**src/hdl/bignum_pkg.sv**
```systemverilog
package bignum_pkg;

    localparam int ADR_W     = 20;
    localparam int WRD_W     = 16;
    localparam int SIZE_W    = 16;
    localparam int VAR_N     = 16;
    localparam int VAR_IDX_W = 4;

    // Command opcodes, upper nibble of the command byte
    localparam logic [3:0] OP_ADD   = 4'd0;
    localparam logic [3:0] OP_SUB   = 4'd1;
    localparam logic [3:0] OP_LOAD  = 4'd4;
    localparam logic [3:0] OP_STORE = 4'd5;

    // RS-232 core register map
    localparam logic [4:0] RX_OFS     = 5'd0;
    localparam logic [4:0] TX_OFS     = 5'd4;
    localparam logic [4:0] STATUS_OFS = 5'd8;
    localparam int         TX_RDY_BIT = 6;
    localparam int         RX_RDY_BIT = 7;

    typedef struct packed {
        logic [ADR_W-1:0]  base;
        logic [SIZE_W-1:0] size;   // In words
    } var_entry_t;

    typedef struct packed {
        logic [ADR_W-1:0] addr;
        logic [WRD_W-1:0] wdata;
        logic             wen;
    } sram_req_t;

    typedef struct packed {
        logic             sub;
        var_entry_t       x1;
        var_entry_t       x2;
        logic [ADR_W-1:0] x3_base;
    } arith_cmd_t;

endpackage

```
**src/hdl/var_table.sv**
```systemverilog
`timescale 1ns/10ps

module var_table (
    input  logic                             i_clk,
    input  logic                             i_rst_n,
    input  logic                             i_wr,
    input  logic [bignum_pkg::VAR_IDX_W-1:0] i_wr_idx,
    input  bignum_pkg::var_entry_t           i_wr_entry,
    input  logic                             i_adv,
    input  logic [bignum_pkg::ADR_W-1:0]     i_adv_addr,
    input  logic [bignum_pkg::VAR_IDX_W-1:0] i_rd_idx_a,
    input  logic [bignum_pkg::VAR_IDX_W-1:0] i_rd_idx_b,
    input  logic [bignum_pkg::VAR_IDX_W-1:0] i_rd_idx_c,
    output bignum_pkg::var_entry_t           o_entry_a,
    output bignum_pkg::var_entry_t           o_entry_b,
    output bignum_pkg::var_entry_t           o_entry_c,
    output logic [bignum_pkg::ADR_W-1:0]     o_next_free
);

    bignum_pkg::var_entry_t tbl [bignum_pkg::VAR_N];

    assign o_entry_a = tbl[i_rd_idx_a];
    assign o_entry_b = tbl[i_rd_idx_b];
    assign o_entry_c = tbl[i_rd_idx_c];

    always_ff @(posedge i_clk or negedge i_rst_n) begin
        if (!i_rst_n) begin
            for (int i = 0; i < bignum_pkg::VAR_N; i++) begin
                tbl[i] <= '0;
            end
            o_next_free <= '0;
        end else begin
            if (i_wr) tbl[i_wr_idx] <= i_wr_entry;
            if (i_adv) o_next_free <= i_adv_addr;   // Bump allocator, never freed
        end
    end

endmodule

```
**config.mk**
```make
export PLATFORM = sky130hd
export DESIGN_NAME = var_table
export DESIGN_NICKNAME = d
export VERILOG_FILES = /design/src/hdl/bignum_pkg.sv /design/src/hdl/var_table.sv
export SDC_FILE = /design/constraint.sdc
export NUM_CORES = 1
export LEC_CHECK = 0
export BUFFER_PORTS_ARGS = -buffer_cell sky130_fd_sc_hd__buf_2
export CAP_MARGIN = 20
export CELL_PAD_IN_SITES_DETAIL_PLACEMENT = 0
export CELL_PAD_IN_SITES_GLOBAL_PLACEMENT = 1
export CORE_UTILIZATION = 28
export CTS_CLUSTER_SIZE = 28
export DETAILED_ROUTE_END_ITERATION = 6
export GPL_ROUTABILITY_DRIVEN = 0
export PLACE_DENSITY_LB_ADDON = 0.1
export SYNTH_ARGS = -nofsm -noshare
export SYNTH_HDL_FRONTEND = slang
export SYNTH_SLANG_ARGS = --single-unit
```
**constraint.sdc**
```tcl
create_clock -name i_clk -period 2.7 [get_ports i_clk]
set_input_delay 0.675 -clock i_clk [delete_from_list [all_inputs] [get_ports i_clk]]
set_output_delay 0.675 -clock i_clk [all_outputs]
set_load 0.005 [all_outputs]
```
==> flow_summary.yaml <==
outcome:
  violations: "negative setup slack"
  status: "finished, violations left"
global_routing:
  antenna_found_initial: 10
  grt_pass1_vias: 26100
  grt_pass1_wl_um: 201000
  grt_usage_pct: 22.3
  grt_overflow: 0
  grt_max_degree: 73
synth:
  syn-cell-area_mm2: 0.0347
  synth.net_count: 2295
  ys_seq_area_share_pct: 43.0
  synthCells: 2219
  synth_seq_cells: 596
  avgSynthCellArea_um2: 15.6
  synth.distinct_cells: 22
  yosysWarnings: 0
timing:
  slew_violations: 0
  final_hold_viol_count: 0
  rsz0062_at_grt: "yes"
  fin_setup_tns_ps: -3190
  finClkSkew_ps: 0
  fmax_mhz: 353
  post-route-min-period_ps: 2830
  tightestPinTransition_ps: 731
  post-route-period-util_pct: 105
  setup_violations: 63
  maxSlewHeadroom_pct: 51.1
  setup_ws_ps: -129
power_and_ir_drop:
  ir_worst_vdd_uv: 422
  power_leakage_uw: 0.0182
  p_per_area_mw_per_mm2: 735
  power.total_uw: 33200
place:
  pre_cts_ws_ps: -381
  dp.cells: 4042
  dp_hpwl_um: 82700
  portBuffers: 203
  place_area_mm2: 0.0400
floorplanning:
  die_h_um: 354
  num_rows: 128
  initial_utilization_pct: 28.3
  coreArea_mm2: 0.122
  pin_count: 204
  dieArea_mm2: 0.125
  die_x_um: 354
critical_path:
  cp.arrival_ps: 2150
  crit_path_start: "i_rd_idx_a[0]"
  start_kind: "input port"
  worstSetupPathType: "input port to primary output"
  worstReg2RegEnd: "tbl[573]$_DFFE_PN0P_"
  r2r.worst_path.cells: 2
  worstSetupEndpoint: "o_entry_a[6]"
  crit_path_max_fanout: 8
  required_ps: 2030
  rrSetupSlack_ps: 1750
  worstSetupEndpointType: "primary output"
  r2r_start: "tbl[573]$_DFFE_PN0P_"
route:
  maxUsedRoutingLayer: "met5"
  met2_length_um: 68200
  drtIter0Drc: 1554
  via_per_inst: 5.59
  detail_route.wl_per_cell_um: 32.6
  dr.pass1.iters: 4
  antenna_left: 0
  route.detailed.drc: 0
  met1_length_um: 58900
  wl_met3_um: 6850
  totalWireLength_um: 138000
  vias: 23800
finish:
  synthToLayoutAreaGrowth_pct: 30.4
  layout_commonest_cell: "dfrtp_1"
  drive_above_1_share_pct: 69.5
  layout_common_cells: "dfrtp_1, mux2_2, mux4_2"
  layout.nets: 2633
  fillers: 11600
  stdcell_area_mm2: 0.0452
  stdcell_count: 4248
clocking:
  htreeDepth: 3
  clk_latency_ps: 640
  clock_sinks: 596
  clockBufferDepth: 3
  cts_tree: "built"
  clockRootBuffer: "clkbuf_16"
  clk_pin_slew_ps: 50
  cts_inserted_buffers: 80
flow_run:
  max_cap_viol_count: 0
hold_path:
  holdCritStartpoint: "i_adv_addr[18]"
  hold_class: "input port to register"
==> critical path: stages <==
cell     delay (ps)
buf_16          140
buf_12          140
buf_12          130
buf_12          140
mux4_2          510
a22oi_2         170
nand2_1          80
buf_2           130
==> area by class of cell <==
cell class / count / area, um^2 / area share [%]
Antenna cell: 2 / 5.00 / 0.0111
Clock buffer: 113 / 2320 / 5.12
Clock inverter: 33 / 365 / 0.808
Multi-Input combinational cell: 1388 / 19900 / 44.0
Sequential cell: 596 / 14900 / 33.0
Tap cell: 1625 / 2030 / 4.50
Timing Repair Buffer: 491 / 5690 / 12.6
==> per-stage QoR <==
step,hold slack [ps],utilization (%)
final,262,37.0
after global placement,486,32.7
after detailed placement,490,32.7
after global routing,219,37.0
after floorplan,379,-
after CTS,198,36.6
==> per-layer routing <==
metal,up-vias,GRT usage [%]
met5,-,0
li1,9674,-
met4,8,7.22
met1,13100,29.7
met3,246,3.53
met2,739,37.1
==> timing repair <==
item                                   in CTS  in global routing
hold buffers                                1                  0
setup buffers                              25                 16
resized for setup                         287                 83
endpoints found under the hold margin      33                  0
pin swaps                                 170                 66
setup endpoints to repair                 108                108
cloned                                     19                  3
==> cell families after synthesis <==
group	synth area share, %
muxes	47.4
DFF	43.0
buffers and inverters	3.00
AOI/OAI and AO/OA	4.68
and+or+nand+nor	1.89
==> cells in the mapped netlist, drive strengths merged <==
library cell	number	area (um^2)
and3	1	6.26
and2	3	18.8
nand2b	2	12.5
or3	3	18.8
nor3b	1	12.5
buf	122	616
nor2b	6	37.5
mux2	596	6710
nand3	1	10.0
clkbuf	113	424
nor2	13	71.3
nand2	110	413
nand3b	4	55.1
a22oi	216	1620
dfrtp	596	14900
mux4	432	9730
==> worst min-delay path by stage <==
stage                             endpoint  slack [ps]  depth (start not counted)
4_1_cts        o_next_free[19]$_DFFE_PN0P_         200                          2
6_report       o_next_free[18]$_DFFE_PN0P_         260                          2
2_1_floorplan   o_next_free[0]$_DFFE_PN0P_         380                          0
5_1_grt         o_next_free[9]$_DFFE_PN0P_         220                          2
3_3_place_gp   o_next_free[19]$_DFFE_PN0P_         490                          1
3_5_place_dp   o_next_free[19]$_DFFE_PN0P_         490                          1
==> report_power, final <==
part | internal (uW) | switching, uW | total, uW
clock | 6640 | 4350 | 11000
sequential | 11000 | 2010 | 13000
combinational | 5660 | 3580 | 9240
total | 23300 | 9940 | 33200
==> flip-flops by register name, indices dropped and copies added, names as in the netlist <==
register	cells
o_next_free	20
tbl	576
Power figures use the tool's default switching activity.
