File: src/hdl/bignum_pkg.sv
package bignum_pkg;

    localparam int ADR_W     = 20;
    localparam int WRD_W     = 16;
    localparam int SIZE_W    = 16;
    localparam int VAR_N     = 16;
    localparam int VAR_IDX_W = 4;

    // Command opcodes, upper nibble of the command byte
    localparam logic [3:0] OP_ADD   = 4'd0;
    localparam logic [3:0] OP_SUB   = 4'd1;
    localparam logic [3:0] OP_LOAD  = 4'd4;
    localparam logic [3:0] OP_STORE = 4'd5;

    // RS-232 core register map
    localparam logic [4:0] RX_OFS     = 5'd0;
    localparam logic [4:0] TX_OFS     = 5'd4;
    localparam logic [4:0] STATUS_OFS = 5'd8;
    localparam int         TX_RDY_BIT = 6;
    localparam int         RX_RDY_BIT = 7;

    typedef struct packed {
        logic [ADR_W-1:0]  base;
        logic [SIZE_W-1:0] size;   // In words
    } var_entry_t;

    typedef struct packed {
        logic [ADR_W-1:0] addr;
        logic [WRD_W-1:0] wdata;
        logic             wen;
    } sram_req_t;

    typedef struct packed {
        logic             sub;
        var_entry_t       x1;
        var_entry_t       x2;
        logic [ADR_W-1:0] x3_base;
    } arith_cmd_t;

endpackage

File: src/hdl/addsub_unit.sv
`timescale 1ns/10ps

module addsub_unit (
    input  logic                          i_clk,
    input  logic                          i_rst_n,
    input  logic                          i_start,
    input  bignum_pkg::arith_cmd_t        i_cmd,
    input  logic [bignum_pkg::WRD_W-1:0]  i_sram_rdata,
    output bignum_pkg::sram_req_t         o_sram,
    output logic                          o_done,
    output logic [bignum_pkg::SIZE_W-1:0] o_size
);

    typedef enum logic [2:0] {S_IDLE, S_RD1, S_RD2, S_WR, S_CARRY, S_DONE} state_t;

    state_t                         state;
    logic                           sub_r;
    logic                           carry_r;
    logic [bignum_pkg::ADR_W-1:0]   p1, p2, p3;
    logic [bignum_pkg::SIZE_W-1:0]  size1, size2;
    logic [bignum_pkg::SIZE_W-1:0]  idx;
    logic [bignum_pkg::SIZE_W-1:0]  size_r;
    logic [bignum_pkg::SIZE_W-1:0]  max_size;
    logic [bignum_pkg::WRD_W-1:0]   a_r, acc_r, b_word;
    logic [bignum_pkg::WRD_W:0]     sum;

    assign max_size = (i_cmd.x1.size > i_cmd.x2.size) ? i_cmd.x1.size : i_cmd.x2.size;

    // Past the end of the shorter operand its words read as zero
    assign b_word = (idx < size2) ? i_sram_rdata : '0;
    assign sum    = {1'b0, a_r} + {1'b0, b_word ^ {bignum_pkg::WRD_W{sub_r}}} +
                    {{bignum_pkg::WRD_W{1'b0}}, carry_r};

    always_comb begin
        o_sram.wdata = acc_r;
        o_sram.wen   = (state == S_WR) || (state == S_CARRY);
        case (state)
            S_RD1:   o_sram.addr = p1;
            S_RD2:   o_sram.addr = p2;
            default: o_sram.addr = p3;
        endcase
    end

    assign o_done = (state == S_DONE);
    assign o_size = size_r;

    always_ff @(posedge i_clk or negedge i_rst_n) begin
        if (!i_rst_n) begin
            state   <= S_IDLE;
            sub_r   <= 1'b0;
            carry_r <= 1'b0;
            p1      <= '0;
            p2      <= '0;
            p3      <= '0;
            size1   <= '0;
            size2   <= '0;
            idx     <= '0;
            size_r  <= '0;
        end else begin
            case (state)
                S_IDLE: if (i_start) begin
                    sub_r   <= i_cmd.sub;
                    carry_r <= i_cmd.sub;   // Two's complement +1
                    p1      <= i_cmd.x1.base;
                    p2      <= i_cmd.x2.base;
                    p3      <= i_cmd.x3_base;
                    size1   <= i_cmd.x1.size;
                    size2   <= i_cmd.x2.size;
                    idx     <= '0;
                    size_r  <= max_size;
                    state   <= (max_size == '0) ? S_DONE : S_RD1;
                end
                S_RD1: state <= S_RD2;
                S_RD2: begin
                    carry_r <= sum[bignum_pkg::WRD_W];
                    state   <= S_WR;
                end
                S_WR: begin
                    p1  <= p1 + 1'b1;
                    p2  <= p2 + 1'b1;
                    p3  <= p3 + 1'b1;
                    idx <= idx + 1'b1;
                    if (idx + 1'b1 != size_r) begin
                        state <= S_RD1;
                    end else if (!sub_r && carry_r) begin
                        size_r <= size_r + 1'b1;   // Grow by one word
                        state  <= S_CARRY;
                    end else begin
                        state <= S_DONE;
                    end
                end
                S_CARRY: state <= S_DONE;
                default: state <= S_IDLE;
            endcase
        end
    end

    always_ff @(posedge i_clk) begin
        if (state == S_RD1) a_r <= (idx < size1) ? i_sram_rdata : '0;
        if (state == S_RD2) begin
            acc_r <= sum[bignum_pkg::WRD_W-1:0];
        end else if (state == S_WR) begin
            acc_r <= {{(bignum_pkg::WRD_W-1){1'b0}}, 1'b1};   // Carry word
        end
    end

endmodule

File: config.mk
export PLATFORM = sky130hd
export DESIGN_NAME = addsub_unit
export DESIGN_NICKNAME = d
export VERILOG_FILES = /design/src/hdl/bignum_pkg.sv /design/src/hdl/addsub_unit.sv
export SDC_FILE = /design/constraint.sdc
export NUM_CORES = 1
export LEC_CHECK = 0
export ABC_AREA = 1
export BUFFER_PORTS_ARGS = -buffer_cell sky130_fd_sc_hd__buf_2
export CAP_MARGIN = 20
export CORE_UTILIZATION = 50
export DETAILED_ROUTE_END_ITERATION = 8
export PLACE_DENSITY = 0.71
export SLEW_MARGIN = 10
export SYNTH_ARGS = -nofsm -noshare
export SYNTH_HDL_FRONTEND = slang
export SYNTH_SLANG_ARGS = --single-unit
File: constraint.sdc
create_clock -name i_clk -period 11.1 [get_ports i_clk]
set_input_delay 1.11 -clock i_clk [delete_from_list [all_inputs] [get_ports i_clk]]
set_output_delay 1.11 -clock i_clk [all_outputs]
set_load 0.05 [all_outputs]
==> impl_metrics.json <==
{
  "status": "complete, no violations",
  "cts_buffer_depth": 2,
  "synth_cell_types": 49,
  "slew_violations": 0,
  "firstDrtPassIters": 5,
  "critPathArrivalTime_ns": 4.45,
  "drc": 0,
  "min_path_type": "register to register",
  "htreeDepth": 4,
  "port_buffers": 165,
  "mostFrequentLayoutCells": "nand2_1, inv_1, buf_2, dfrtp_1, nor2_1",
  "cap_violations": 0,
  "post-place-ws_ns": 6.90,
  "drive_gt1_share_pct": 17.0,
  "vias_per_cell": 5.47,
  "drt_iter0_drc": 847,
  "clock_latency_ns": 0.43,
  "dieWidth_um": 152,
  "drt-wirelength-per-cell_um": 16.1,
  "grt_pass1_vias": 9743,
  "reg2regPathDepth": 21,
  "cts_buffers": 17,
  "wl_mm": 30.7,
  "ios": 166,
  "multi_input_area_um2": 6010,
  "via_count": 10397,
  "synth_seq_cells": 161,
  "antenna_cells": 0,
  "initial_utilization_pct": 51.2,
  "cp-end-kind": "register",
  "fin_skew_ns": 0.00835,
  "coreArea_um2": 21900,
  "place.gp.congestion": 0.869,
  "tightest_slew_ns": 0.812,
  "fin_util_pct": 58.6,
  "dieArea_um2": 23000,
  "ir_drop_v": 0.000262,
  "layout_worst_path_cycle_share_pct": 38.4,
  "crit_required_ns": 11.29,
  "grt-ovfl-total": 0,
  "final.fill_count": 2043,
  "ctsResizeCount": 0,
  "die_h_um": 152,
  "ctsHoldBuffers": 0,
  "dp_hpwl_mm": 22.0,
  "synthCells": 1467,
  "rows": 54,
  "critPathKind": "register to register",
  "cp-start-kind": "register",
  "min_delay_path_depth": 2,
  "grt_pass1_wl_mm": 49.4,
  "grt_setup_unrepaired": "no",
  "hold_viol": 0,
  "setup_viol": 0,
  "max_slew_margin_pct": 45.7,
  "synth.avg_cell_area_um2": 7.64,
  "layout_commonest_cell": "nand2_1",
  "seqCellArea_um2": 4190,
  "ant_nets": 0,
  "postSynthNetCount": 1647,
  "p_leak_uw": 0.00637,
  "grt_start_max_net_pins": 76,
  "antenna_found_initial": 0,
  "nNetsFinal": 1787,
  "grt_use_total_pct": 27.9,
  "root_buffer": "clkbuf_16",
  "ys_seq_area_share_pct": 37.4,
  "p_per_area_nw_per_um2": 350,
  "max_freq_mhz": 234,
  "cts.sinks": 161,
  "cts_tree": "built",
  "critPathMaxFanout": 16,
  "syn-cell-area_um2": 11200,
  "min_period_ns": 4.27,
  "fin_ws_ns": 6.83,
  "cts_setup_buffers": 0,
  "setup_tns_ns": 0,
  "ys_warn_count": 0,
  "synthToLayoutAreaGrowth_pct": 14.5,
  "clk_pin_slew_ns": 0.07
}
-- worst max-delay path, stage by stage, from the launching register on --
cell and delay (ns):
dfrtp_1 0.43, ha_1 0.29, a21oi_1 0.15, o21ai_0 0.12, nand3_1 0.11, a21oi_1 0.08
o211ai_1 0.16, buf_4 0.25, nand3_1 0.11, xor2_1 0.17, fa_1 0.36, inv_1 0.10
fa_1 0.22, nand3_1 0.08, nand2_1 0.11, a21oi_1 0.11, o21ai_0 0.29, a21oi_1 0.15
o21ai_0 0.30, nand2_1 0.14, a21boi_0 0.21, nor2_1 0.07
-- state kept, by name, summed over array words and instances (netlist names) --
signal   cells
acc_r       16
idx         16
carry_r      1
state        3
p2          20
o_size      16
size2       16
sub_r        1
p1          20
p3          20
size1       16
a_r         16
-- worst paths after layout --
check                      slack, ns  startpoint         to
setup / recovery                6.83      idx[1]  acc_r[14]
hold / removal                  0.49    size1[0]   size1[0]
setup reg to reg                6.83      idx[1]  acc_r[14]
hold reg to reg                 0.49    size1[0]   size1[0]
max in group asynchronous       9.14     i_rst_n     p1[19]
min in group asynchronous       0.70     i_rst_n      p3[0]
-- metrics by stage --
step           cell area [um^2]  instances  power (uW)  hold WS [ns]
2_1_floorplan             11200       1467        3220         0.448
3_3_place_gp              12200       1868        3810         0.482
3_5_place_dp              12200       1868        3870         0.482
4_1_cts                   12800       1900        4490         0.500
5_1_grt                   12800       1900        4860         0.535
6_report                  12800       1900        4490         0.493
-- logic make-up after synthesis --
group	share of synthesized area, %
simple gates	23.9
compound gates	15.8
buf+inv	9.10
flops	37.4
xor+xnor	6.08
fa+ha+maj	7.73
-- where the power goes --
group / internal, uW / switching, uW
Clock: 335 / 266
Sequential: 927 / 249
Combinational: 834 / 1880
Total: 2100 / 2390
-- final cells by class --
cell class	instances	share of cell area, %
multi-input cells	1044	46.8
repair buffers	178	7.24
well taps	280	2.73
inverters	205	6.00
flip-flops and latches	161	32.6
clock buffers	18	3.34
clock inverters	14	1.23
-- Yosys cell counts, drive strengths merged --
master	count	area [um^2]
ha	66	826
nand3	97	523
nor4	1	12.5
edfxtp	32	961
a21o	2	15.0
fa	2	40.0
a211oi	6	45.0
o21bai	3	22.5
dfrtp	129	3230
xor2	66	578
nand4	19	119
inv	203	762
o21a	7	52.6
buf	26	134
clkinv	2	7.51
a21boi	3	22.5
xnor2	4	35.0
or2	5	31.3
a21oi	92	460
o31ai	3	22.5
xor3	1	23.8
a31oi	1	6.26
nor2	124	513
o22ai	43	269
a31o	2	17.5
a32o	2	20.0
nor3	37	241
a22oi	1	7.51
o221ai	21	184
nand3b	3	22.5
xnor3	2	45.0
a311oi	1	8.76
o21ai	103	553
clkbuf	31	116
o211ai	9	67.6
nand2	318	1210
-- per-layer routing --
layer / up-vias / global-route usage (%) / wire length [um]
li1: 5164 / - / -
met1: 4851 / 37.6 / 13800
met2: 340 / 46.0 / 14600
met3: 42 / 4.79 / 1820
met4: 0 / 7.57 / 502
met5: - / 0 / 0
(Power assumes the default switching activity.)
