===== src/hdl/bignum_pkg.sv =====
package bignum_pkg;

    localparam int ADR_W     = 20;
    localparam int WRD_W     = 16;
    localparam int SIZE_W    = 16;
    localparam int VAR_N     = 16;
    localparam int VAR_IDX_W = 4;

    // Command opcodes, upper nibble of the command byte
    localparam logic [3:0] OP_ADD   = 4'd0;
    localparam logic [3:0] OP_SUB   = 4'd1;
    localparam logic [3:0] OP_LOAD  = 4'd4;
    localparam logic [3:0] OP_STORE = 4'd5;

    // RS-232 core register map
    localparam logic [4:0] RX_OFS     = 5'd0;
    localparam logic [4:0] TX_OFS     = 5'd4;
    localparam logic [4:0] STATUS_OFS = 5'd8;
    localparam int         TX_RDY_BIT = 6;
    localparam int         RX_RDY_BIT = 7;

    typedef struct packed {
        logic [ADR_W-1:0]  base;
        logic [SIZE_W-1:0] size;   // In words
    } var_entry_t;

    typedef struct packed {
        logic [ADR_W-1:0] addr;
        logic [WRD_W-1:0] wdata;
        logic             wen;
    } sram_req_t;

    typedef struct packed {
        logic             sub;
        var_entry_t       x1;
        var_entry_t       x2;
        logic [ADR_W-1:0] x3_base;
    } arith_cmd_t;

endpackage


===== src/hdl/uart_byte_port.sv =====
`timescale 1ns/10ps

module uart_byte_port (
    input  logic        i_clk,
    input  logic        i_rst_n,
    input  logic        i_rx_req,
    input  logic        i_tx_req,
    input  logic [7:0]  i_tx_byte,
    input  logic [31:0] i_avm_readdata,
    input  logic        i_avm_waitrequest,
    output logic [4:0]  o_avm_address,
    output logic        o_avm_read,
    output logic        o_avm_write,
    output logic [31:0] o_avm_writedata,
    output logic [7:0]  o_rx_byte,
    output logic        o_done
);

    typedef enum logic [1:0] {S_IDLE, S_POLL, S_XFER} state_t;

    state_t     state;
    logic       is_tx;
    logic [7:0] tx_byte;
    logic       rdy;

    assign rdy = i_avm_readdata[is_tx ? bignum_pkg::TX_RDY_BIT : bignum_pkg::RX_RDY_BIT];

    assign o_avm_writedata = {24'd0, tx_byte};
    assign o_rx_byte       = i_avm_readdata[7:0];
    assign o_done          = (state == S_XFER) && !i_avm_waitrequest;

    always_ff @(posedge i_clk or negedge i_rst_n) begin
        if (!i_rst_n) begin
            state         <= S_IDLE;
            is_tx         <= 1'b0;
            o_avm_address <= bignum_pkg::STATUS_OFS;
            o_avm_read    <= 1'b0;
            o_avm_write   <= 1'b0;
        end else begin
            case (state)
                S_IDLE: if (i_rx_req || i_tx_req) begin
                    is_tx         <= i_tx_req;
                    o_avm_address <= bignum_pkg::STATUS_OFS;
                    o_avm_read    <= 1'b1;
                    state         <= S_POLL;
                end
                // Status read repeats until the ready bit shows up
                S_POLL: if (!i_avm_waitrequest && rdy) begin
                    o_avm_address <= is_tx ? bignum_pkg::TX_OFS : bignum_pkg::RX_OFS;
                    o_avm_read    <= !is_tx;
                    o_avm_write   <= is_tx;
                    state         <= S_XFER;
                end
                S_XFER: if (!i_avm_waitrequest) begin
                    o_avm_address <= bignum_pkg::STATUS_OFS;
                    o_avm_read    <= 1'b0;
                    o_avm_write   <= 1'b0;
                    state         <= S_IDLE;
                end
                default: state <= S_IDLE;
            endcase
        end
    end

    always_ff @(posedge i_clk) begin
        if (state == S_IDLE && i_tx_req) tx_byte <= i_tx_byte;
    end

endmodule


===== config.mk =====
export PLATFORM = sky130hd
export DESIGN_NAME = uart_byte_port
export DESIGN_NICKNAME = d
export VERILOG_FILES = /design/src/hdl/bignum_pkg.sv /design/src/hdl/uart_byte_port.sv
export SDC_FILE = /design/constraint.sdc
export NUM_CORES = 1
export LEC_CHECK = 0
export ABC_AREA = 0
export BUFFER_PORTS_ARGS = -buffer_cell sky130_fd_sc_hd__buf_2
export CORE_AREA = 2 2 53 55
export DETAILED_ROUTE_END_ITERATION = 10
export DIE_AREA = 0 0 55 57
export PLACE_DENSITY = 0.83
export RECOVER_POWER = 100
export SLEW_MARGIN = 5
export SYNTH_ARGS = -nofsm -noshare
export SYNTH_HDL_FRONTEND = slang
export SYNTH_SLANG_ARGS = --single-unit

===== constraint.sdc =====
create_clock -name i_clk -period 1.88 [get_ports i_clk]
set_input_delay 0.282 -clock i_clk [delete_from_list [all_inputs] [get_ports i_clk]]
set_output_delay 0.282 -clock i_clk [all_outputs]
set_load 0.01 [all_outputs]

==> results by group, run 1 <==
Outcome
  – Status: finished clean

Power
  – Seq pwr share: 51.2%
  – Sw Ratio: 35.8%
  – Power Dens Cells: 1190 nW/µm²
  – Worst VDD drop: 0.494 mV
  – Clk network pwr share: 16.6%
  – Internal power: 681 µW
  – Leakage Power: 0.000401 µW
  – Comb power frac: 32.2%
  – NetSw: 380 µW

Die
  – Cell Rows: 19
  – Core area: 2620 µm²
  – Die Span X: 55 µm
  – Die area: 3140 µm²
  – Die Y: 57 µm
  – Starting Density: 34.4%
  – IO Count: 93

Cells and area
  – Area Overhead vs Synth: -0.556%
  – Finished Layout Cells: 135
  – Final instance area: 895 µm²
  – Final Net Count: 150
  – Diode count: 0
  – Layout cells sized above 1: 20.2%

Drt
  – Vias: 536
  – Via density: 3.97
  – Post-DR wirelength/cell: 10.3 µm
  – DR pass1 iterations: 4
  – Wirelength, routed: 1.40 mm
  – # DRC: 0
  – Initial drt markers: 10
  – Post-DRT Antenna Nets: 0

Placement
  – RePlAce Congestion: 0.707
  – Dpl cells: 130
  – Cell Area, Placed: 907 µm²
  – Number of port buffers: 29
  – Detailed Place HPWL: 1.15 mm
  – Setup Slack @ Placement: 0.512 ns

CTS
  – Clock Tree Buf Depth: 2
  – # hold bufs at CTS: 1
  – Post-CTS Setup Bufs: 0
  – H-tree depth: 1
  – Clk sinks: 15
  – Worst-skew pair later-pin latency: 0.28 ns
  – # resized after CTS: 0
  – CTS buffer count: 3
  – CTS tree: done
  – Clock transition at path regs: 0.09 ns
  – Root Driver: clkbuf_4

Flow run
  – Maxcap violations: 0

Yosys
  – Dominant synthesized flop cell: edfxtp_1
  – Post-Synth Adder-Cell Area: 0%
  – XOR/XNOR Fraction of Synth Area: 0%
  – Post-synthesis sequential area ratio: 46.3%
  – Synth Warn #: 0
  – Cell with the most instances after synthesis: buf_4
  – Largest family of logic cells by synthesized area: buffers and inverters
  – Post-synthesis mux area share: 1.11%
  – Synth async-reset ratio: 46.7%
  – Ranking of synthesized cells by area: buf_4 29%, edfxtp_1 27%, dfrtp_1 17%, dfstp_2 2.9%, nor3b_2 2.8%
  – Post-synth EDFFs: 8
  – Synth Area in Simple Gates: 14.6%
  – Synthesized area per cell: 11.2 µm²
  – Gate count of the mapped netlist: 80
  – Cell variety after synth: 27
  – Mapped cell area: 900 µm²
  – Yosys reg bits: 15
  – Compound-cell area share of the yosys netlist: 7.09%
  – Yosys top cell area share: 29.2%
  – Post-synth top area cell: buf_4
  – Most instantiated cells after synthesis: 35 x buf_4, 8 x edfxtp_1, 6 x dfrtp_1, 4 x nand2_1

Setup path
  – Crit path launch type: flip-flop
  – Slowest stage delay, CP: 0.48 ns
  – FF-to-FF End: o_avm_address[2]
  – WP buf/inv: 1
  – Setup crit end kind: output pin
  – Required time of the critical path: 1.60 ns
  – Critical path class: reg -> out
  – Critical Path AT: 1.23 ns
  – Crit path from: state[1]
  – R2r setup slk: 0.39 ns
  – Reg2Reg Depth: 4
  – Worst path top cell family by delay: flip-flops
  – Slowest library cell on the worst path: dfrtp_1
  – Crit-path max FO: 8
  – R2r startpoint: state[1]
  – Cells along the critical path: nor3b_1 -> buf_2

Global route
  – Global-route usage over all layers: 8.05%
  – GRT Residual Overflow: 0
  – Largest net degree at the start of global routing: 10
  – Initial antenna violation count: 0
  – Vias in the first global route: 453
  – First-pass GRT wire length: 1.88 mm

Timing
  – Final Max Slew Viols: 0
  – Crit path time final: 1.51 ns
  – Final Cycle Share: 80.5%
  – Slew @ Worst Pin: 0.568 ns
  – Final setup skew: 0.00735 ns
  – Final hold vios: 0
  – Maximum clock rate: 661 MHz
  – Slew HR: 61.9%
  – Final setup TNS: 0 ns
  – RSZ-0062 raised after global routing: false
  – # setup viols final: 0
  – Setup ws final: 0.367 ns

Hold path
  – Hold_sp: i_tx_byte[7]
  – Hold depth: 1
  – Hold Crit Endpoint: tx_byte[7]
  – Type of the tightest min-delay check: in -> reg
==> stage by stage <==
stage	util [%]	total power, µW	hold slack (ns)
after global routing	34.2	1140	0.159
after floorplan	-	873	-0.0136
after global placement	34.7	917	0.120
after CTS	36.1	1120	0.169
final	34.2	1060	0.176
after detailed placement	34.7	940	0.126
==> worst max path at each step <==
stage | end | slack, ns | cells past startpoint
CTS | o_done | 0.33 | 2
floorplan | tx_byte[0] | 0.64 | 3
finish | o_done | 0.37 | 2
detailed placement | tx_byte[4] | 0.51 | 2
global route | o_done | 0.20 | 2
global placement | tx_byte[2] | 0.56 | 2
==> area by class of cell <==
type,count,area (µm²)
fillers,297,1720
flip-flops and latches,15,417
clock inverters,1,5.00
clock buffers,3,22.5
repair buffers,30,136
well taps,31,38.8
multi-input cells,55,275
==> worst reg2reg max path, delay by kind of cell, from the launching register on <==
kind,cells,cell delay [ns]
compound gates,2,0.60
flops,1,0.48
simple gates,2,0.28
==> routing by layer <==
| metal | global-route usage [%] | wire, µm | up-vias |
|---|---|---|---|
| li1 | - | - | 256 |
| met1 | 8.62 | 528 | 249 |
| met2 | 14.6 | 700 | 31 |
| met3 | 1.83 | 167 | 0 |
| met4 | 3.14 | 0 | 0 |
| met5 | 0 | 0 | - |
==> power by group through the flow <==
stage          Clock [µW]  Combinational, µW  Sequential, µW
2_1_floorplan           0                310             563
3_3_place_gp            0                367             549
3_5_place_dp            0                383             557
4_1_cts               185                384             550
5_1_grt               198                386             561
6_report              177                341             543
==> logic make-up after synthesis <==
logic type             Yosys count
other                            1
muxes                            1
DFF                             15
and+or+nand+nor                 19
buffers and inverters           36
AOI/OAI and AO/OA                8
==> registers in the layout (all words and copies together), names as in the netlist <==
signal,count
o_avm_write,1
o_avm_address,2
is_tx,1
tx_byte,8
o_avm_read,1
state,2
==> placed cells by master (no fill, tap or decap) <==
| cell type | instances |
|---|---|
| conb_1 | 27 |
| clkbuf_1 | 15 |
| buf_2 | 14 |
| edfxtp_1 | 8 |
| dfrtp_1 | 6 |
| nand2_1 | 4 |
| nor3b_1 | 3 |
| nor3_1 | 3 |
| clkbuf_4 | 3 |
| nor2_1 | 2 |
| nand3b_1 | 2 |
| and2_0 | 1 |
| a21o_1 | 1 |
| mux2i_1 | 1 |
| nor2b_1 | 1 |
| a21oi_1 | 1 |
| nand2_2 | 1 |
| a21oi_2 | 1 |
| nand2b_1 | 1 |
| a211oi_1 | 1 |
| o21ai_0 | 1 |
| nand3_1 | 1 |
| o311a_1 | 1 |
| o211ai_1 | 1 |
| o21a_1 | 1 |
| clkinv_2 | 1 |
| dlygate4sd3_1 | 1 |
| dfstp_2 | 1 |
Note: power is estimated with default switching activity, not from simulation.
==> inputs of run 2 (changes only) <==
Settings changed: CORE_AREA 2 2 53 55 to 2 2 57 59, DIE_AREA 0 0 55 57 to 0 0 59 61, PLACE_DENSITY 0.83 to 0.76.
Clock period 1.88 ns to 1.2 ns, I/O delays scaled along.
==> run 2 against run 1 <==
Compared with the run above:
- the flow now finishes with violations (negative setup slack)
- largest cell class unchanged
- critical path depth did not move
- clock skew decreased by 0.0038 ns
- design area rose by 12%
- global-route usage up 0.12 points
- combinational power grew 120%
- via count is 10% higher
- worst hold slack got worse by 0.12 ns
==> results by group, run 2 (synthesis results as in run 1) <==
Timing
  – Final Max Slew Viols: 0
  – Crit path time final: 1.31 ns
  – RSZ-0062 raised after global routing: true
  – # setup viols final: 4
  – Final hold vios: 0
  – Final Cycle Share: 109%
  – Setup ws final: -0.113 ns
  – Final setup skew: 0.00353 ns
  – Maximum clock rate: 761 MHz
  – Final setup TNS: -0.310 ns

Drt
  – Initial drt markers: 15
  – # DRC: 0
  – Via density: 4.10
  – Post-DRT Antenna Nets: 0
  – Wirelength, routed: 1.60 mm
  – Post-DR wirelength/cell: 11.1 µm
  – Vias: 591
  – DR pass1 iterations: 6

Cells and area
  – Largest register by flop count: tx_byte
  – Most common cell after layout, fill and taps aside: conb_1
  – Max reg flops: 8
  – Area Overhead vs Synth: 11.5%
  – Final instance area: 1000 µm²
  – Fillers: 314
  – Layout cells sized above 1: 34.2%
  – Finished Layout Cells: 144
  – Most frequent cells in the layout: 27 x conb_1, 15 x buf_2, 14 x clkbuf_1
  – Final Net Count: 157
  – Post-Route Utilization: 34.0%
  – Biggest regs: tx_byte (8), o_avm_address (2), state (2)
  – Diode count: 0

CTS
  – Root Driver: clkbuf_4
  – H-tree depth: 1
  – Clk sinks: 15
  – Clock transition at path regs: 0.10 ns
  – Worst-skew pair later-pin latency: 0.29 ns
  – Clock Tree Buf Depth: 2
  – CTS tree: done
  – CTS buffer count: 3

Setup path
  – Crit path from: state[1]
  – Crit-path max FO: 6
  – R2r setup slk: -0.09 ns
  – CP endpoint: o_done
  – Setup crit end kind: output pin
  – FF-to-FF End: o_avm_address[2]
  – Critical Path AT: 1.13 ns
  – Critical path class: reg -> out
  – Reg2Reg Depth: 5
  – R2r startpoint: state[0]
  – Required time of the critical path: 1.02 ns
  – Crit path launch type: flip-flop

Global route
  – GRT Residual Overflow: 0
  – Vias in the first global route: 495
  – Initial antenna violation count: 0
  – Global-route usage over all layers: 8.17%
  – Largest net degree at the start of global routing: 11
  – First-pass GRT wire length: 2.07 mm

Outcome
  – Status: finished, violations left
  – Failing checks: negative setup slack

Die
  – IO Count: 93
  – Die area: 3600 µm²
  – Starting Density: 30.5%
  – Cell Rows: 20
  – Die Span X: 59 µm
  – Core area: 2950 µm²
  – Die Y: 61 µm

Power
  – Seq pwr share: 44.0%
  – Leakage Power: 0.000451 µW
  – Sw Ratio: 36.0%
  – Internal power: 1220 µW
  – Worst VDD drop: 0.395 mV
  – NetSw: 685 µW
  – Power Dens Cells: 1900 nW/µm²
  – Comb power frac: 40.0%
  – Clk network pwr share: 16.0%

Flow run
  – Maxcap violations: 0

Placement
  – RePlAce Congestion: 0.865
  – Number of port buffers: 29
  – Detailed Place HPWL: 1.21 mm
  – Dpl cells: 134
  – Cell Area, Placed: 926 µm²

Hold path
  – Type of the tightest min-delay check: in -> reg
run 2: layer usage:
layer / track usage [%] / part of all wire (%) / vias up
li1: - / - / 270
met4: 5.84 / 0.87 / 0
met3: 4.05 / 12 / 2
met2: 15.1 / 54 / 42
met5: 0 / 0 / -
met1: 6.68 / 33 / 277
run 2: per-stage QoR:
stage	hold slack (ns)	total power, µW	setup slack, ns
floorplan	-0.116	1370	0.0534
global placement	0.0175	1480	-0.0354
detailed placement	0.0221	1520	-0.0924
CTS	0.0559	1930	-0.0956
global route	0.0453	2020	-0.166
finish	0.0594	1900	-0.113
run 2: worst min-delay path by stage:
stage | slack (ns) | cells past startpoint | to | start
global route | 0.05 | 1 | tx_byte[2] | i_tx_byte[2]
detailed placement | 0.02 | 1 | is_tx | i_rst_n
finish | 0.06 | 1 | tx_byte[1] | i_tx_byte[1]
CTS | 0.06 | 1 | tx_byte[2] | i_tx_byte[2]
global placement | 0.02 | 1 | is_tx | i_rst_n
floorplan | -0.12 | 0 | is_tx | i_rst_n
run 2: power by group through the flow:
| stage | Combinational, µW | Sequential, µW | Clock, µW |
|---|---|---|---|
| after floorplan | 488 | 883 | 0 |
| after global placement | 638 | 845 | 0 |
| after detailed placement | 664 | 852 | 0 |
| after CTS | 789 | 832 | 308 |
| after global routing | 824 | 864 | 332 |
| final | 762 | 837 | 305 |
run 2: timing repair:
action                     in CTS  in global routing
hold buffers                    1                  0
cloned                          0                  0
setup endpoints to repair      12                 13
hold endpoints to repair        7                  0
resized for setup               5                  1
buffers inserted                5                  0
pin swaps                       6                  0
run 2: final cells by class:
type                            count  area [µm²]  area share (%)
Multi-Input combinational cell     55         319            31.8
Clock inverter                      1        7.51           0.748
Tap cell                           33        41.3            4.11
Timing Repair Buffer               37         194            19.3
Clock buffer                        3        22.5            2.24
Sequential cell                    15         419            41.8
run 2: critical path, stage by stage (launching register included):
cell and delay [ns]:
dfrtp_2 0.44, nor3b_4 0.24, buf_2 0.17
