`src/hdl/bignum_pkg.sv`:
```
package bignum_pkg;

    localparam int ADR_W     = 20;
    localparam int WRD_W     = 16;
    localparam int SIZE_W    = 16;
    localparam int VAR_N     = 16;
    localparam int VAR_IDX_W = 4;

    // Command opcodes, upper nibble of the command byte
    localparam logic [3:0] OP_ADD   = 4'd0;
    localparam logic [3:0] OP_SUB   = 4'd1;
    localparam logic [3:0] OP_LOAD  = 4'd4;
    localparam logic [3:0] OP_STORE = 4'd5;

    // RS-232 core register map
    localparam logic [4:0] RX_OFS     = 5'd0;
    localparam logic [4:0] TX_OFS     = 5'd4;
    localparam logic [4:0] STATUS_OFS = 5'd8;
    localparam int         TX_RDY_BIT = 6;
    localparam int         RX_RDY_BIT = 7;

    typedef struct packed {
        logic [ADR_W-1:0]  base;
        logic [SIZE_W-1:0] size;   // In words
    } var_entry_t;

    typedef struct packed {
        logic [ADR_W-1:0] addr;
        logic [WRD_W-1:0] wdata;
        logic             wen;
    } sram_req_t;

    typedef struct packed {
        logic             sub;
        var_entry_t       x1;
        var_entry_t       x2;
        logic [ADR_W-1:0] x3_base;
    } arith_cmd_t;

endpackage

```
`src/hdl/cmd_sequencer.sv`:
```
`timescale 1ns/10ps

module cmd_sequencer (
    input  logic                             i_clk,
    input  logic                             i_rst_n,
    input  logic [7:0]                       i_rx_byte,
    input  logic                             i_byte_done,
    input  bignum_pkg::var_entry_t           i_entry_a,
    input  bignum_pkg::var_entry_t           i_entry_b,
    input  bignum_pkg::var_entry_t           i_entry_c,
    input  logic [bignum_pkg::ADR_W-1:0]     i_next_free,
    input  logic [bignum_pkg::WRD_W-1:0]     i_sram_rdata,
    input  logic                             i_arith_done,
    input  logic [bignum_pkg::SIZE_W-1:0]    i_arith_size,
    output logic                             o_rx_req,
    output logic                             o_tx_req,
    output logic [7:0]                       o_tx_byte,
    output logic                             o_tbl_wr,
    output logic [bignum_pkg::VAR_IDX_W-1:0] o_tbl_wr_idx,
    output bignum_pkg::var_entry_t           o_tbl_wr_entry,
    output logic                             o_tbl_adv,
    output logic [bignum_pkg::ADR_W-1:0]     o_tbl_adv_addr,
    output logic [bignum_pkg::VAR_IDX_W-1:0] o_rd_idx_a,
    output logic [bignum_pkg::VAR_IDX_W-1:0] o_rd_idx_b,
    output logic [bignum_pkg::VAR_IDX_W-1:0] o_rd_idx_c,
    output bignum_pkg::sram_req_t            o_sram,
    output logic                             o_start,
    output bignum_pkg::arith_cmd_t           o_cmd,
    output logic                             o_arith_busy
);

    typedef enum logic [2:0] {
        S_BOOT, S_CMD, S_OPND, S_ARITH, S_SIZE_RX, S_DATA_RX, S_SIZE_TX, S_DATA_TX
    } state_t;

    state_t                             state;
    logic                               sub_r;
    logic [bignum_pkg::VAR_IDX_W-1:0]   x1_r, x2_r, x3_r;
    logic                               bsel;     // High byte of the current word
    logic [bignum_pkg::SIZE_W-1:0]      cnt_r;    // Words left
    logic [bignum_pkg::ADR_W-1:0]       addr_r;
    logic                               wen_r;
    logic [bignum_pkg::WRD_W-1:0]       wdata_r;
    logic [7:0]                         lo_r;
    logic                               start_r;
    logic [bignum_pkg::SIZE_W-1:0]      new_size;
    logic [bignum_pkg::SIZE_W-1:0]      tx_word;

    assign o_arith_busy = (state == S_ARITH);
    assign o_start      = start_r;
    assign o_cmd        = '{sub: sub_r, x1: i_entry_a, x2: i_entry_b, x3_base: i_next_free};
    assign o_sram       = '{addr: addr_r, wdata: wdata_r, wen: wen_r};

    assign o_rd_idx_a = x1_r;
    assign o_rd_idx_b = x2_r;
    assign o_rd_idx_c = x3_r;

    // New variables always land at next_free
    assign new_size       = o_arith_busy ? i_arith_size : {i_rx_byte, lo_r};
    assign o_tbl_wr       = (o_arith_busy && i_arith_done) ||
                            (state == S_SIZE_RX && i_byte_done && bsel);
    assign o_tbl_adv      = o_tbl_wr;
    assign o_tbl_wr_idx   = x3_r;
    assign o_tbl_wr_entry = '{base: i_next_free, size: new_size};
    assign o_tbl_adv_addr = i_next_free + bignum_pkg::ADR_W'(new_size);

    assign tx_word   = (state == S_SIZE_TX) ? i_entry_c.size : i_sram_rdata;
    assign o_tx_byte = bsel ? tx_word[15:8] : tx_word[7:0];

    always_ff @(posedge i_clk or negedge i_rst_n) begin
        if (!i_rst_n) begin
            state    <= S_BOOT;
            sub_r    <= 1'b0;
            x1_r     <= '0;
            x2_r     <= '0;
            x3_r     <= '0;
            bsel     <= 1'b0;
            cnt_r    <= '0;
            addr_r   <= '0;
            wen_r    <= 1'b0;
            start_r  <= 1'b0;
            o_rx_req <= 1'b0;
            o_tx_req <= 1'b0;
        end else begin
            o_rx_req <= 1'b0;
            o_tx_req <= 1'b0;
            start_r  <= 1'b0;
            wen_r    <= 1'b0;
            if (wen_r) addr_r <= addr_r + 1'b1;   // Step after each STORE write
            case (state)
                S_BOOT: begin
                    o_rx_req <= 1'b1;
                    state    <= S_CMD;
                end
                S_CMD: if (i_byte_done) begin
                    sub_r <= (i_rx_byte[7:4] == bignum_pkg::OP_SUB);
                    x3_r  <= i_rx_byte[3:0];
                    case (i_rx_byte[7:4])
                        bignum_pkg::OP_ADD, bignum_pkg::OP_SUB: begin
                            o_rx_req <= 1'b1;
                            state    <= S_OPND;
                        end
                        bignum_pkg::OP_LOAD: begin
                            o_tx_req <= 1'b1;
                            state    <= S_SIZE_TX;
                        end
                        bignum_pkg::OP_STORE: begin
                            o_rx_req <= 1'b1;
                            state    <= S_SIZE_RX;
                        end
                        default: o_rx_req <= 1'b1;   // Unknown opcode dropped
                    endcase
                end
                S_OPND: if (i_byte_done) begin
                    x1_r    <= i_rx_byte[7:4];
                    x2_r    <= i_rx_byte[3:0];
                    start_r <= 1'b1;
                    state   <= S_ARITH;
                end
                S_ARITH: if (i_arith_done) begin
                    o_rx_req <= 1'b1;
                    state    <= S_CMD;
                end
                S_SIZE_RX: if (i_byte_done) begin
                    bsel     <= !bsel;
                    o_rx_req <= 1'b1;
                    if (bsel) begin
                        addr_r <= i_next_free;
                        cnt_r  <= {i_rx_byte, lo_r};
                        state  <= ({i_rx_byte, lo_r} == '0) ? S_CMD : S_DATA_RX;
                    end
                end
                S_DATA_RX: if (i_byte_done) begin
                    bsel     <= !bsel;
                    o_rx_req <= 1'b1;
                    if (bsel) begin
                        wen_r <= 1'b1;
                        cnt_r <= cnt_r - 1'b1;
                        if (cnt_r == 1) state <= S_CMD;
                    end
                end
                S_SIZE_TX: if (i_byte_done) begin
                    bsel <= !bsel;
                    if (!bsel) begin
                        o_tx_req <= 1'b1;
                    end else begin
                        addr_r <= i_entry_c.base;
                        cnt_r  <= i_entry_c.size;
                        if (i_entry_c.size == '0) begin
                            o_rx_req <= 1'b1;
                            state    <= S_CMD;
                        end else begin
                            o_tx_req <= 1'b1;
                            state    <= S_DATA_TX;
                        end
                    end
                end
                S_DATA_TX: if (i_byte_done) begin
                    bsel <= !bsel;
                    if (!bsel) begin
                        o_tx_req <= 1'b1;
                    end else begin
                        addr_r <= addr_r + 1'b1;
                        cnt_r  <= cnt_r - 1'b1;
                        if (cnt_r == 1) begin
                            o_rx_req <= 1'b1;
                            state    <= S_CMD;
                        end else begin
                            o_tx_req <= 1'b1;
                        end
                    end
                end
                default: state <= S_BOOT;
            endcase
        end
    end

    always_ff @(posedge i_clk) begin
        if ((state == S_SIZE_RX || state == S_DATA_RX) && i_byte_done && !bsel) begin
            lo_r <= i_rx_byte;
        end
        if (state == S_DATA_RX && i_byte_done && bsel) wdata_r <= {i_rx_byte, lo_r};
    end

endmodule

```
`config.mk`:
```
export PLATFORM = sky130hd
export DESIGN_NAME = cmd_sequencer
export DESIGN_NICKNAME = d
export VERILOG_FILES = /design/src/hdl/bignum_pkg.sv /design/src/hdl/cmd_sequencer.sv
export SDC_FILE = /design/constraint.sdc
export NUM_CORES = 1
export LEC_CHECK = 0
export BUFFER_PORTS_ARGS = -buffer_cell sky130_fd_sc_hd__buf_2
export CORE_AREA = 10 10 141 143
export CTS_CLUSTER_DIAMETER = 40
export DETAILED_ROUTE_END_ITERATION = 6
export DIE_AREA = 0 0 151 153
export PLACE_DENSITY = 0.74
export RECOVER_POWER = 50
export SETUP_SLACK_MARGIN = 0.2
export SKIP_LAST_GASP = 1
export SYNTH_ARGS = -nofsm -noshare
export SYNTH_HDL_FRONTEND = slang
export SYNTH_SLANG_ARGS = --single-unit
```
`constraint.sdc`:
```
create_clock -name i_clk -period 5.6 [get_ports i_clk]
set_input_delay 1.12 -clock i_clk [delete_from_list [all_inputs] [get_ports i_clk]]
set_output_delay 1.12 -clock i_clk [all_outputs]
set_load 0.02 [all_outputs]
```
==> results.md, run 1 <==
- The flow ran to the end, but the final reports show violations.
- The final reports fail on max-capacitance violations, max-slew violations.
- The number of enable-type register cells in the synthesized netlist is 24.
- For this run, the top clock speed supported by timing is 194 MHz.
- The analysis attributes to cell leakage a power of 3.10 nW.
- For this run, the slowest stage of the critical path takes 0.45 ns.
- Of the total power, the share spent switching nets is 0.510.
- After synthesis, the netlist uses 68 different library cells.
- The average wire per cell in the routed design is 24.1 um.
- Port buffering added 243 buffers.
- The kind of cell with the highest combined delay along the critical path is compound AO/OA/AOI/OAI gates.
- The number of CTS-inserted buffers is 9.
- Among the stages of the critical path, the cell type that occurs most often is sky130_fd_sc_hd__buf_4.
- Of the total synthesized cell area, the portion taken by full adders, half adders and majority gates is 0.0376.
- By area, the combinational part of the netlist is dominated by compound AO/OA/AOI/OAI gates.
- The clock sink total is 81.
- The flip-flop and latch count after synthesis is 81.
- After detailed routing, the number of vias per cell comes to 5.88.
- The startpoint type of the worst setup path is a flop.
- The multiplexer area fraction after synthesis is 0.0736.
- The total of warnings raised by yosys is 0.
- The power per cell area is 521 mW/mm2.
- The starting DRC count in detailed routing is 549.
- The worst ir drop on vdd is 0.000239 V.
- The number of violations of the max-capacitance limit is 1.
- The post-route antenna net violation count is 0.
- A synthesized cell averages 8.66 um2.
- The start-to-end type of the worst setup path is flop to output pin.
- The time the final worst path needs with I/O delays and setup is 5.16 ns.
- The async set or reset register ratio after synthesis is 0.704.
- The starting density of the core is 0.401.
- The placed instances occupy a cell area of 0.00739 mm2.
- The number of nets in the synthesized netlist is 983.
- After detailed routing, the total wire length is 27200 um.
- The number of failing setup endpoints in the final timing report is 0.
- The internal power of the cells totals 1.94 mW.
- The sequential share of power is 0.271.
- The sum of negative setup slack is 0 ns.
- The share of total power dissipated in combinational logic is 0.577.
- In the routed design, unresolved DRC markers number 0.
- After legalization and detailed placement, the total HPWL measured 21300 um.
- The deepest level of the CTS H-tree is 3.
- The number of antenna violations at the first check in global routing is 0.
- The count of final hold-check violations was 0.
- The critical path contains buffers and inverters numbering 3 combined.
- In this run the vertical extent of the chip is 153 um.
- STA classifies the critical path endpoint as an output pin.
- The remaining global-route overflow is 0.
- For this run, the register share of the synthesized area comes to 0.314.
- Of the total synthesized cell area, the portion taken by AND, OR, NAND and NOR gates is 0.166.
- On the critical path, the stage with the largest delay is an instance of sky130_fd_sc_hd__fa_1.
- The most used flip-flop cell after synthesis is sky130_fd_sc_hd__dfrtp_1.
- The post-route clock skew is 0.0104 ns.
- For this design the total switching power over the nets is 2.02 mW.
- The number of instances in the synthesized netlist is 791.
- The post-synthesis compound-gate area fraction came to 0.191.
- The data arrival at the endpoint of the critical path is 4.04 ns.
- For the pin with the worst max-slew slack, the measured transition is 3.52 ns.
- The root buffer cell is sky130_fd_sc_hd__clkbuf_16.
- The core footprint is 0.0171 mm2.
- In this run the cell area of the synthesized design comes to 0.00685 mm2.
- Traced cell by cell, the critical path runs through nand2_1, nor2_2, buf_4, mux2_2, fa_1, a21o_1, a221oi_1, buf_4, o211ai_1, a41oi_1, nor2_1, xor2_2, buf_2.
- The final weighted congestion in routability-driven placement is 0.910.
- The finished cells cover 0.00761 mm2.
- Setup repair after global routing left no endpoint under its margin.
- Of the total synthesized cell area, the portion taken by XOR and XNOR cells is 0.0537.
- For this run, the total global-route usage over all layers was measured as 0.227.
- The clock network power share is 0.152.
- In the final layout, the share of cells above drive strength 1 is 0.288.
- The first detailed-routing pass took 5 iterations.
- For the worst-skew pair, the clock arrives at the later sink with an insertion delay of 0.36 ns.
- The maximum fanout count along the critical path is 19.
- The overall die width is 151 um.
- For the worst setup path, the data required time is 4.48 ns.
- TritonCTS built the clock tree.
- The number of diodes added for antenna fixing is 0.
- The post-route fraction of the period consumed by the critical path is 0.922.
- The clock-pin slew reported for the worst setup and hold paths after clock tree synthesis is 0.06 ns.
- The number of max-slew violations in the final report is 58.
- 388 I/O pins were placed.
- The first global-routing pass estimated 40300 um of wire.
- Entering global routing, the biggest net connects 58 pins.
- The area added between synthesis and finish is 11.1%.
- The min-delay analysis places its worst path in the category flop to flop.
- The via count is 6647.
- Row generation in the floorplan step produced 48 rows.
- At the end of the flow, the number of nets in the layout was 1093.
- Measured against its own limit, the worst slew margin works out to -1.35.
- The via count of the first global-routing pass is 6590.
- The clock passes through at most 2 buffers.
- The area enclosed by the die boundary is 0.0231 mm2.
==> cells in the final DEF (no fill, tap or decap), drive strengths merged, types with 19 or more instances in the layout <==
cell type / n
nand2: 72
dfrtp: 57
buf: 195
inv: 21
nand3: 28
o21ai: 46
edfxtp: 24
a21oi: 54
nor2: 54
clkbuf: 71
ha: 19
xnor2: 26
nor3: 22
mux2: 27
==> final timing paths <==
kind	start	depth (start not counted)	slack, ns	end
min in group asynchronous	i_rst_n	2	2.06	cnt_r[2]$_DFFE_PN0P_
max reg2reg	bsel$_DFFE_PN0P_	7	1.99	addr_r[17]$_DFF_PN0_
max in group asynchronous	i_rst_n	2	1.57	addr_r[14]$_DFF_PN0_
min	cnt_r[11]$_DFFE_PN0P_	1	0.47	cnt_r[11]$_DFFE_PN0P_
max	state[1]$_DFFE_PN0P_	13	0.44	o_tbl_adv_addr[18]
min reg2reg	cnt_r[11]$_DFFE_PN0P_	1	0.47	cnt_r[11]$_DFFE_PN0P_
==> kinds of logic after synthesis <==
logic type / Yosys count
XOR/XNOR: 42
flip-flops: 81
AO/OA/AOI/OAI: 200
AND/OR/NAND/NOR: 236
buffers and inverters: 175
multiplexers: 37
adder cells (fa/ha/maj): 20
==> area by class of cell <==
class | count | area [um2]
repair buffers | 257 | 1230
clock buffers | 9 | 225
clock inverters | 7 | 70.1
flip-flops and latches | 81 | 2150
fillers | 1730 | 9450
multi-input cells | 535 | 3590
well taps | 225 | 282
inverters | 17 | 63.8
==> metal layers <==
metal  global-route usage  part of all wire  vias to the layer above
met3               0.0590             0.097                       77
met1                0.275              0.40                     3160
li1                     -                 -                     3008
met5                    0                 0                        -
met2                0.371              0.47                      402
met4               0.0899             0.034                        0
==> power groups by stage <==
stage / logic (mW) / registers [mW] / clock network (mW)
6_report: 2.28 / 1.07 / 0.604
5_1_grt: 2.47 / 1.11 / 0.635
4_1_cts: 2.33 / 1.06 / 0.608
3_5_place_dp: 2.32 / 1.07 / 0
3_3_place_gp: 2.30 / 1.07 / 0
2_1_floorplan: 1.63 / 1.10 / 0
==> per-stage QoR <==
step / std cells / power, mW / util / worst slack, ns / hold WS (ns)
after floorplan: 791 / 2.73 / - / 0.669 / 0.442
after global placement: 1115 / 3.37 / 0.433 / 0.512 / 0.455
after detailed placement: 1115 / 3.39 / 0.433 / 0.436 / 0.462
after CTS: 1131 / 4.00 / 0.451 / 0.348 / 0.476
after global routing: 1131 / 4.21 / 0.446 / 0.208 / 0.500
final: 1131 / 3.96 / 0.446 / 0.436 / 0.473
==> cells in the mapped netlist (all sizes together), types with 13 or more instances <==
cell type    n  share of area
nand3       28          0.020
a21oi       54          0.039
inv         16         0.0088
nor3        22          0.017
nand2       72          0.039
o21ai       46          0.034
dfrtp       57           0.21
mux2        27          0.044
buf        132           0.14
nor2        54          0.030
xor2        16          0.020
ha          19          0.035
clkbuf      26          0.014
edfxtp      24           0.11
xnor2       26          0.033
nor4        13          0.012
==> repair_timing <==
| action | 4_1_cts | 5_1_grt |
|---|---|---|
| gates resized for setup | 0 | 1 |
| setup endpoints to repair | 0 | 1 |
| setup buffers | 0 | 0 |
| hold buffers | 0 | 0 |
==> state kept, by name, summed over array words and instances (netlist names) <==
| register | count |
|---|---|
| sub_r | 1 |
| cnt_r | 16 |
| state | 3 |
| lo_r | 8 |
| o_rx_req | 1 |
| o_rd_idx_c | 4 |
| wen_r | 1 |
| bsel | 1 |
| addr_r | 20 |
| o_tx_req | 1 |
| o_rd_idx_a | 4 |
| o_rd_idx_b | 4 |
| o_start | 1 |
| wdata_r | 16 |
Power figures use the tool's default switching activity.
==> inputs of run 2 (changes only) <==
Settings changed: ABC_AREA set to 1, CAP_MARGIN set to 0, CORE_AREA 10 10 141 143 to 10 10 142 144, DIE_AREA 0 0 151 153 to 0 0 152 154.
==> results.md, run 2 <==
- The sum of negative setup slack is 0 ns (unchanged).
- The flip-flop and latch count after synthesis is 81 (unchanged).
- TritonCTS built the clock tree.
- The number of buffers on the longest clock path is 2 (unchanged).
- The switching power of the nets is 2.16 mW (+6.8%).
- The number of hold-repair buffers added at the cts stage is 0 (unchanged).
- The share of the core filled with cells in the final layout was 0.444 (-0.00195).
- After synthesis, the cell types taking the most area are sky130_fd_sc_hd__dfrtp_1 (21%), sky130_fd_sc_hd__buf_4 (13%), sky130_fd_sc_hd__nand2_1 (12%).
- The tightest min-delay check is of the flop to flop type.
- The number of antenna violations at the first check in global routing came to 1 (+1).
- The worst-margin pin slew was 3.36 ns (-0.157 ns).
- The number of enable-type register cells in the synthesized netlist is 24 (unchanged).
- The via count of the first global-routing pass is 6953 (+5.5%).
- The overall die width came to 152 um (+0.66%).
- The placed wire-length estimate came to 21800 um (+2.4%).
- The number of instances resized during post-cts repair is 0 (unchanged).
- The ratio of cells with drive above 1 in the final layout is 0.219 (-0.0691).
- The worst stage delay on the critical path is 0.50 ns (+0.05 ns).
- By count the netlist is led by sky130_fd_sc_hd__nand2_1 (222), sky130_fd_sc_hd__buf_4 (122), sky130_fd_sc_hd__inv_1 (68).
- Relative to the synthesized area, the layout overhead comes to 9.84%.
- The number of I/O pins is 388 (unchanged).
- The worst slack at placement is 1.05 ns (+0.610 ns).
- The average wire per cell in the routed design is 21.0 um (-13%).
- The worst ir drop on vdd is 0.000254 V (+6.5%).
- In the layout the commonest cells are sky130_fd_sc_hd__nand2_1 (223), sky130_fd_sc_hd__buf_2 (178), sky130_fd_sc_hd__inv_1 (70), sky130_fd_sc_hd__clkbuf_1 (68), sky130_fd_sc_hd__o21ai_0 (62).
- The post-route fraction of the period consumed by the critical path is 0.889 (-0.0333).
- The total of warnings raised by yosys is 0 (unchanged).
- The count of cell types in the netlist is 57 (-16%).
- The number of nets in the synthesized netlist came to 1136 (+16%).
- The critical-path cell with the highest stage delay is sky130_fd_sc_hd__dfrtp_1.
- The async set or reset register ratio after synthesis was 0.704 (unchanged).
- The deepest level of the CTS H-tree is 3 (unchanged).
- The post-route antenna net violation count is 0 (unchanged).
- The clock network power share came to 0.150 (-0.002).
- The total wirelength of the detailed-routed design is 27100 um (-0.52%).
- The starting DRC count in detailed routing is 655 (+19%).
- The post-route DRC violation count came to 0 (unchanged).
- The starting density of the core is 0.404 (+0.00295).
- The switching part of the total power came to 0.539 (+0.0285).
- Traced cell by cell, the critical path runs through inv_1, nand3_1, inv_2, o21ai_0, ha_1, fa_1, nand3_1, nand2_1, a21oi_1, o21ai_1, nand3_1, nand2_1, xor2_1, buf_2.
- The remaining max-slew budget at the tightest pin was -1.24 (+0.105).
- sky130_fd_sc_hd__dfrtp_1 takes more of the synthesized area than any other cell.
- The number of violations of the max-capacitance limit is 1 (unchanged).
- The final critical-path setup slack is 0.623 ns (+0.186 ns).
- The number of instances in the synthesized netlist was 944 (+19%).
- The routed via count divided by cell count is 5.55 (-5.6%).
- The combined global-route utilization of all metal layers is 0.221 (-0.00589).
- Among the stages of the critical path, the cell type that occurs most often is sky130_fd_sc_hd__nand3_1.
- The final weighted congestion in routability-driven placement came to 0.948 (+4.2%).
- The clock latency of the later-clocked register in the worst-skew pair was 0.35 ns (about the same).
- The worst hold slack was 0.450 ns (-0.0234 ns).
- The checks that failed: max-capacitance violations, max-slew violations.
- The port buffer count is 243 (unchanged).
- The number of post-CTS setup repair buffers is 0 (unchanged).
- The average cell area after synthesis is 7.36 um2 (-15%).
- In the final layout, the registers with the most flip-flops are addr_r: 20 flops, cnt_r: 16 flops, wdata_r: 16 flops.
- The run finished, with violations left.
- The root buffer cell chosen for the clock tree is sky130_fd_sc_hd__clkbuf_16.
- The data arrival at the endpoint of the critical path came to 3.86 ns (-0.18 ns).
- The relative contribution of combinational cells to total power is 0.588 (+0.011).
- The area enclosed by the die boundary is 0.0234 mm2 (+1.3%).
- The layout net count was 1251 (+14%).
- The time the final worst path needs with I/O delays and setup is 4.98 ns (-0.186 ns).
- The largest net degree at the start of global routing is 58 (unchanged).
- The worst endpoint required time is 4.48 ns (about the same).
- The maximum fanout count along the critical path came to 34 (+15).
- The most common cell in the synthesized netlist is sky130_fd_sc_hd__nand2_1.
- The upper clock frequency limit is 201 MHz (+3.7%).
- The worst setup path is launched from a flop.
- The remaining global-route overflow came to 0 (unchanged).
- The clock sink total is 81 (unchanged).
- The count of final hold-check violations is 0 (unchanged).
- In this design, the largest share of critical-path delay is due to compound AO/OA/AOI/OAI gates.
- The most used flip-flop cell after synthesis is sky130_fd_sc_hd__dfrtp_1.
- The cell area after layout is 0.00763 mm2 (+0.26%).
- The worst setup path is captured at an output pin.
- The number of CTS-inserted buffers was 9 (unchanged).
- The post-route clock skew was 0.0112 ns (+0.000805 ns).
- The number of failing setup endpoints in the final timing report was 0 (unchanged).
- The count of buffer and inverter cells on the critical path was 3 (unchanged).
- The vertical die dimension is 154 um (+0.65%).
- The core footprint is 0.0172 mm2 (+0.70%).
- The combined area of all synthesized cells was 0.00695 mm2 (+1.4%).
- The start-to-end type of the worst setup path is flop to output pin.
- The register bank with the most flops is addr_r.
- Setup repair after global routing left no endpoint under its margin.
- The sequential share of power is 0.262 (-0.009).
- The detailed-router iteration count before antenna repair is 7 (+2).
- The power per cell area was 525 mW/mm2 (+0.87%).
- The wire length of the first global-routing pass came to 40800 um (+1.3%).
- The flip-flop count of the largest register, all copies and words added is 20 (unchanged).
- The number of max-slew violations in the final report is 58 (unchanged).
- The via count was 7157 (+7.7%).
- The clock-pin slew reported for the worst setup and hold paths after clock tree synthesis is 0.07 ns (about the same).
- The leading cell type in the layout, fill and taps excluded is sky130_fd_sc_hd__nand2_1.
- The cell-internal power is 1.85 mW (-4.8%).
- The fraction of synthesized cell area taken by the top area cell type is 0.205 (-0.00296).
- The count of standard-cell rows came to 48 (unchanged).
- The reported leakage power is 3.59 nW (+16%).
- The register area share after synthesis is 0.309 (-0.00446).
- The total cell area at the placement stage is 0.00744 mm2 (+0.69%).
[run 2: cell types whose count changed in the layout (fill, tap and decap cells not counted), sizes merged, moves of 15 or more]
cell / delta
inv: +64
nor2: +15
o21ai: +32
nand2: +158
nand3: +28
xnor2: -18
buf: -17
mux2: -27
[run 2: path summary, 6_finish.rpt]
kind                                              to                  from  depth (start not counted)  slack, ns
worst max-delay path              o_tbl_adv_addr[16]  state[2]$_DFFE_PN0P_                         14       0.62
worst min-delay path            wdata_r[2]$_DFFE_PP_     lo_r[2]$_DFFE_PP_                          0       0.45
worst max register to register   addr_r[7]$_DFF_PN0_      bsel$_DFFE_PN0P_                          8       2.31
worst min register to register  wdata_r[2]$_DFFE_PP_     lo_r[2]$_DFFE_PP_                          0       0.45
max in group asynchronous       cnt_r[3]$_DFFE_PN0P_               i_rst_n                          2       1.71
min in group asynchronous       addr_r[18]$_DFF_PN0_               i_rst_n                          2       1.99
[run 2: logic make-up (layout without fill, tap and decap cells)]
group           Yosys count  count (layout)  share of synthesized area
flops                    81              81                      0.309
xor+xnor                 28              28                     0.0353
other cells               0               1                          0
simple gates            397             397                      0.256
buf+inv                 224             344                      0.192
compound gates          194             194                      0.170
fa+ha+maj                20              20                     0.0371
[run 2: through the flow]
stage	instances	total power, mW
3_5_place_dp	1273	3.44
6_report	1290	4.01
5_1_grt	1290	4.31
3_3_place_gp	1273	3.43
4_1_cts	1289	4.05
2_1_floorplan	944	2.75
[run 2: cell type report]
cell class,instances,area (um2)
multi-input combinational,639,3440
sequential,81,2150
inverter,82,310
clock inverter,6,57.6
clock buffer,10,239
timing repair buffer,246,1150
fill,1792,9550
antenna,1,2.50
tap,225,282
[run 2: power groups by stage]
stage	Sequential [mW]	Combinational (mW)	Clock [mW]
after global placement	1.05	2.38	0
after CTS	1.04	2.40	0.611
after global routing	1.08	2.60	0.633
after floorplan	1.10	1.64	0
after detailed placement	1.05	2.39	0
final	1.05	2.36	0.599
[run 2: metal layers]
metal	part of all wire	global-route usage	vias to the layer above
met2	0.48	0.371	447
met4	0.026	0.0784	0
met1	0.40	0.259	3347
li1	-	-	3305
met3	0.098	0.0703	58
met5	0	0	-
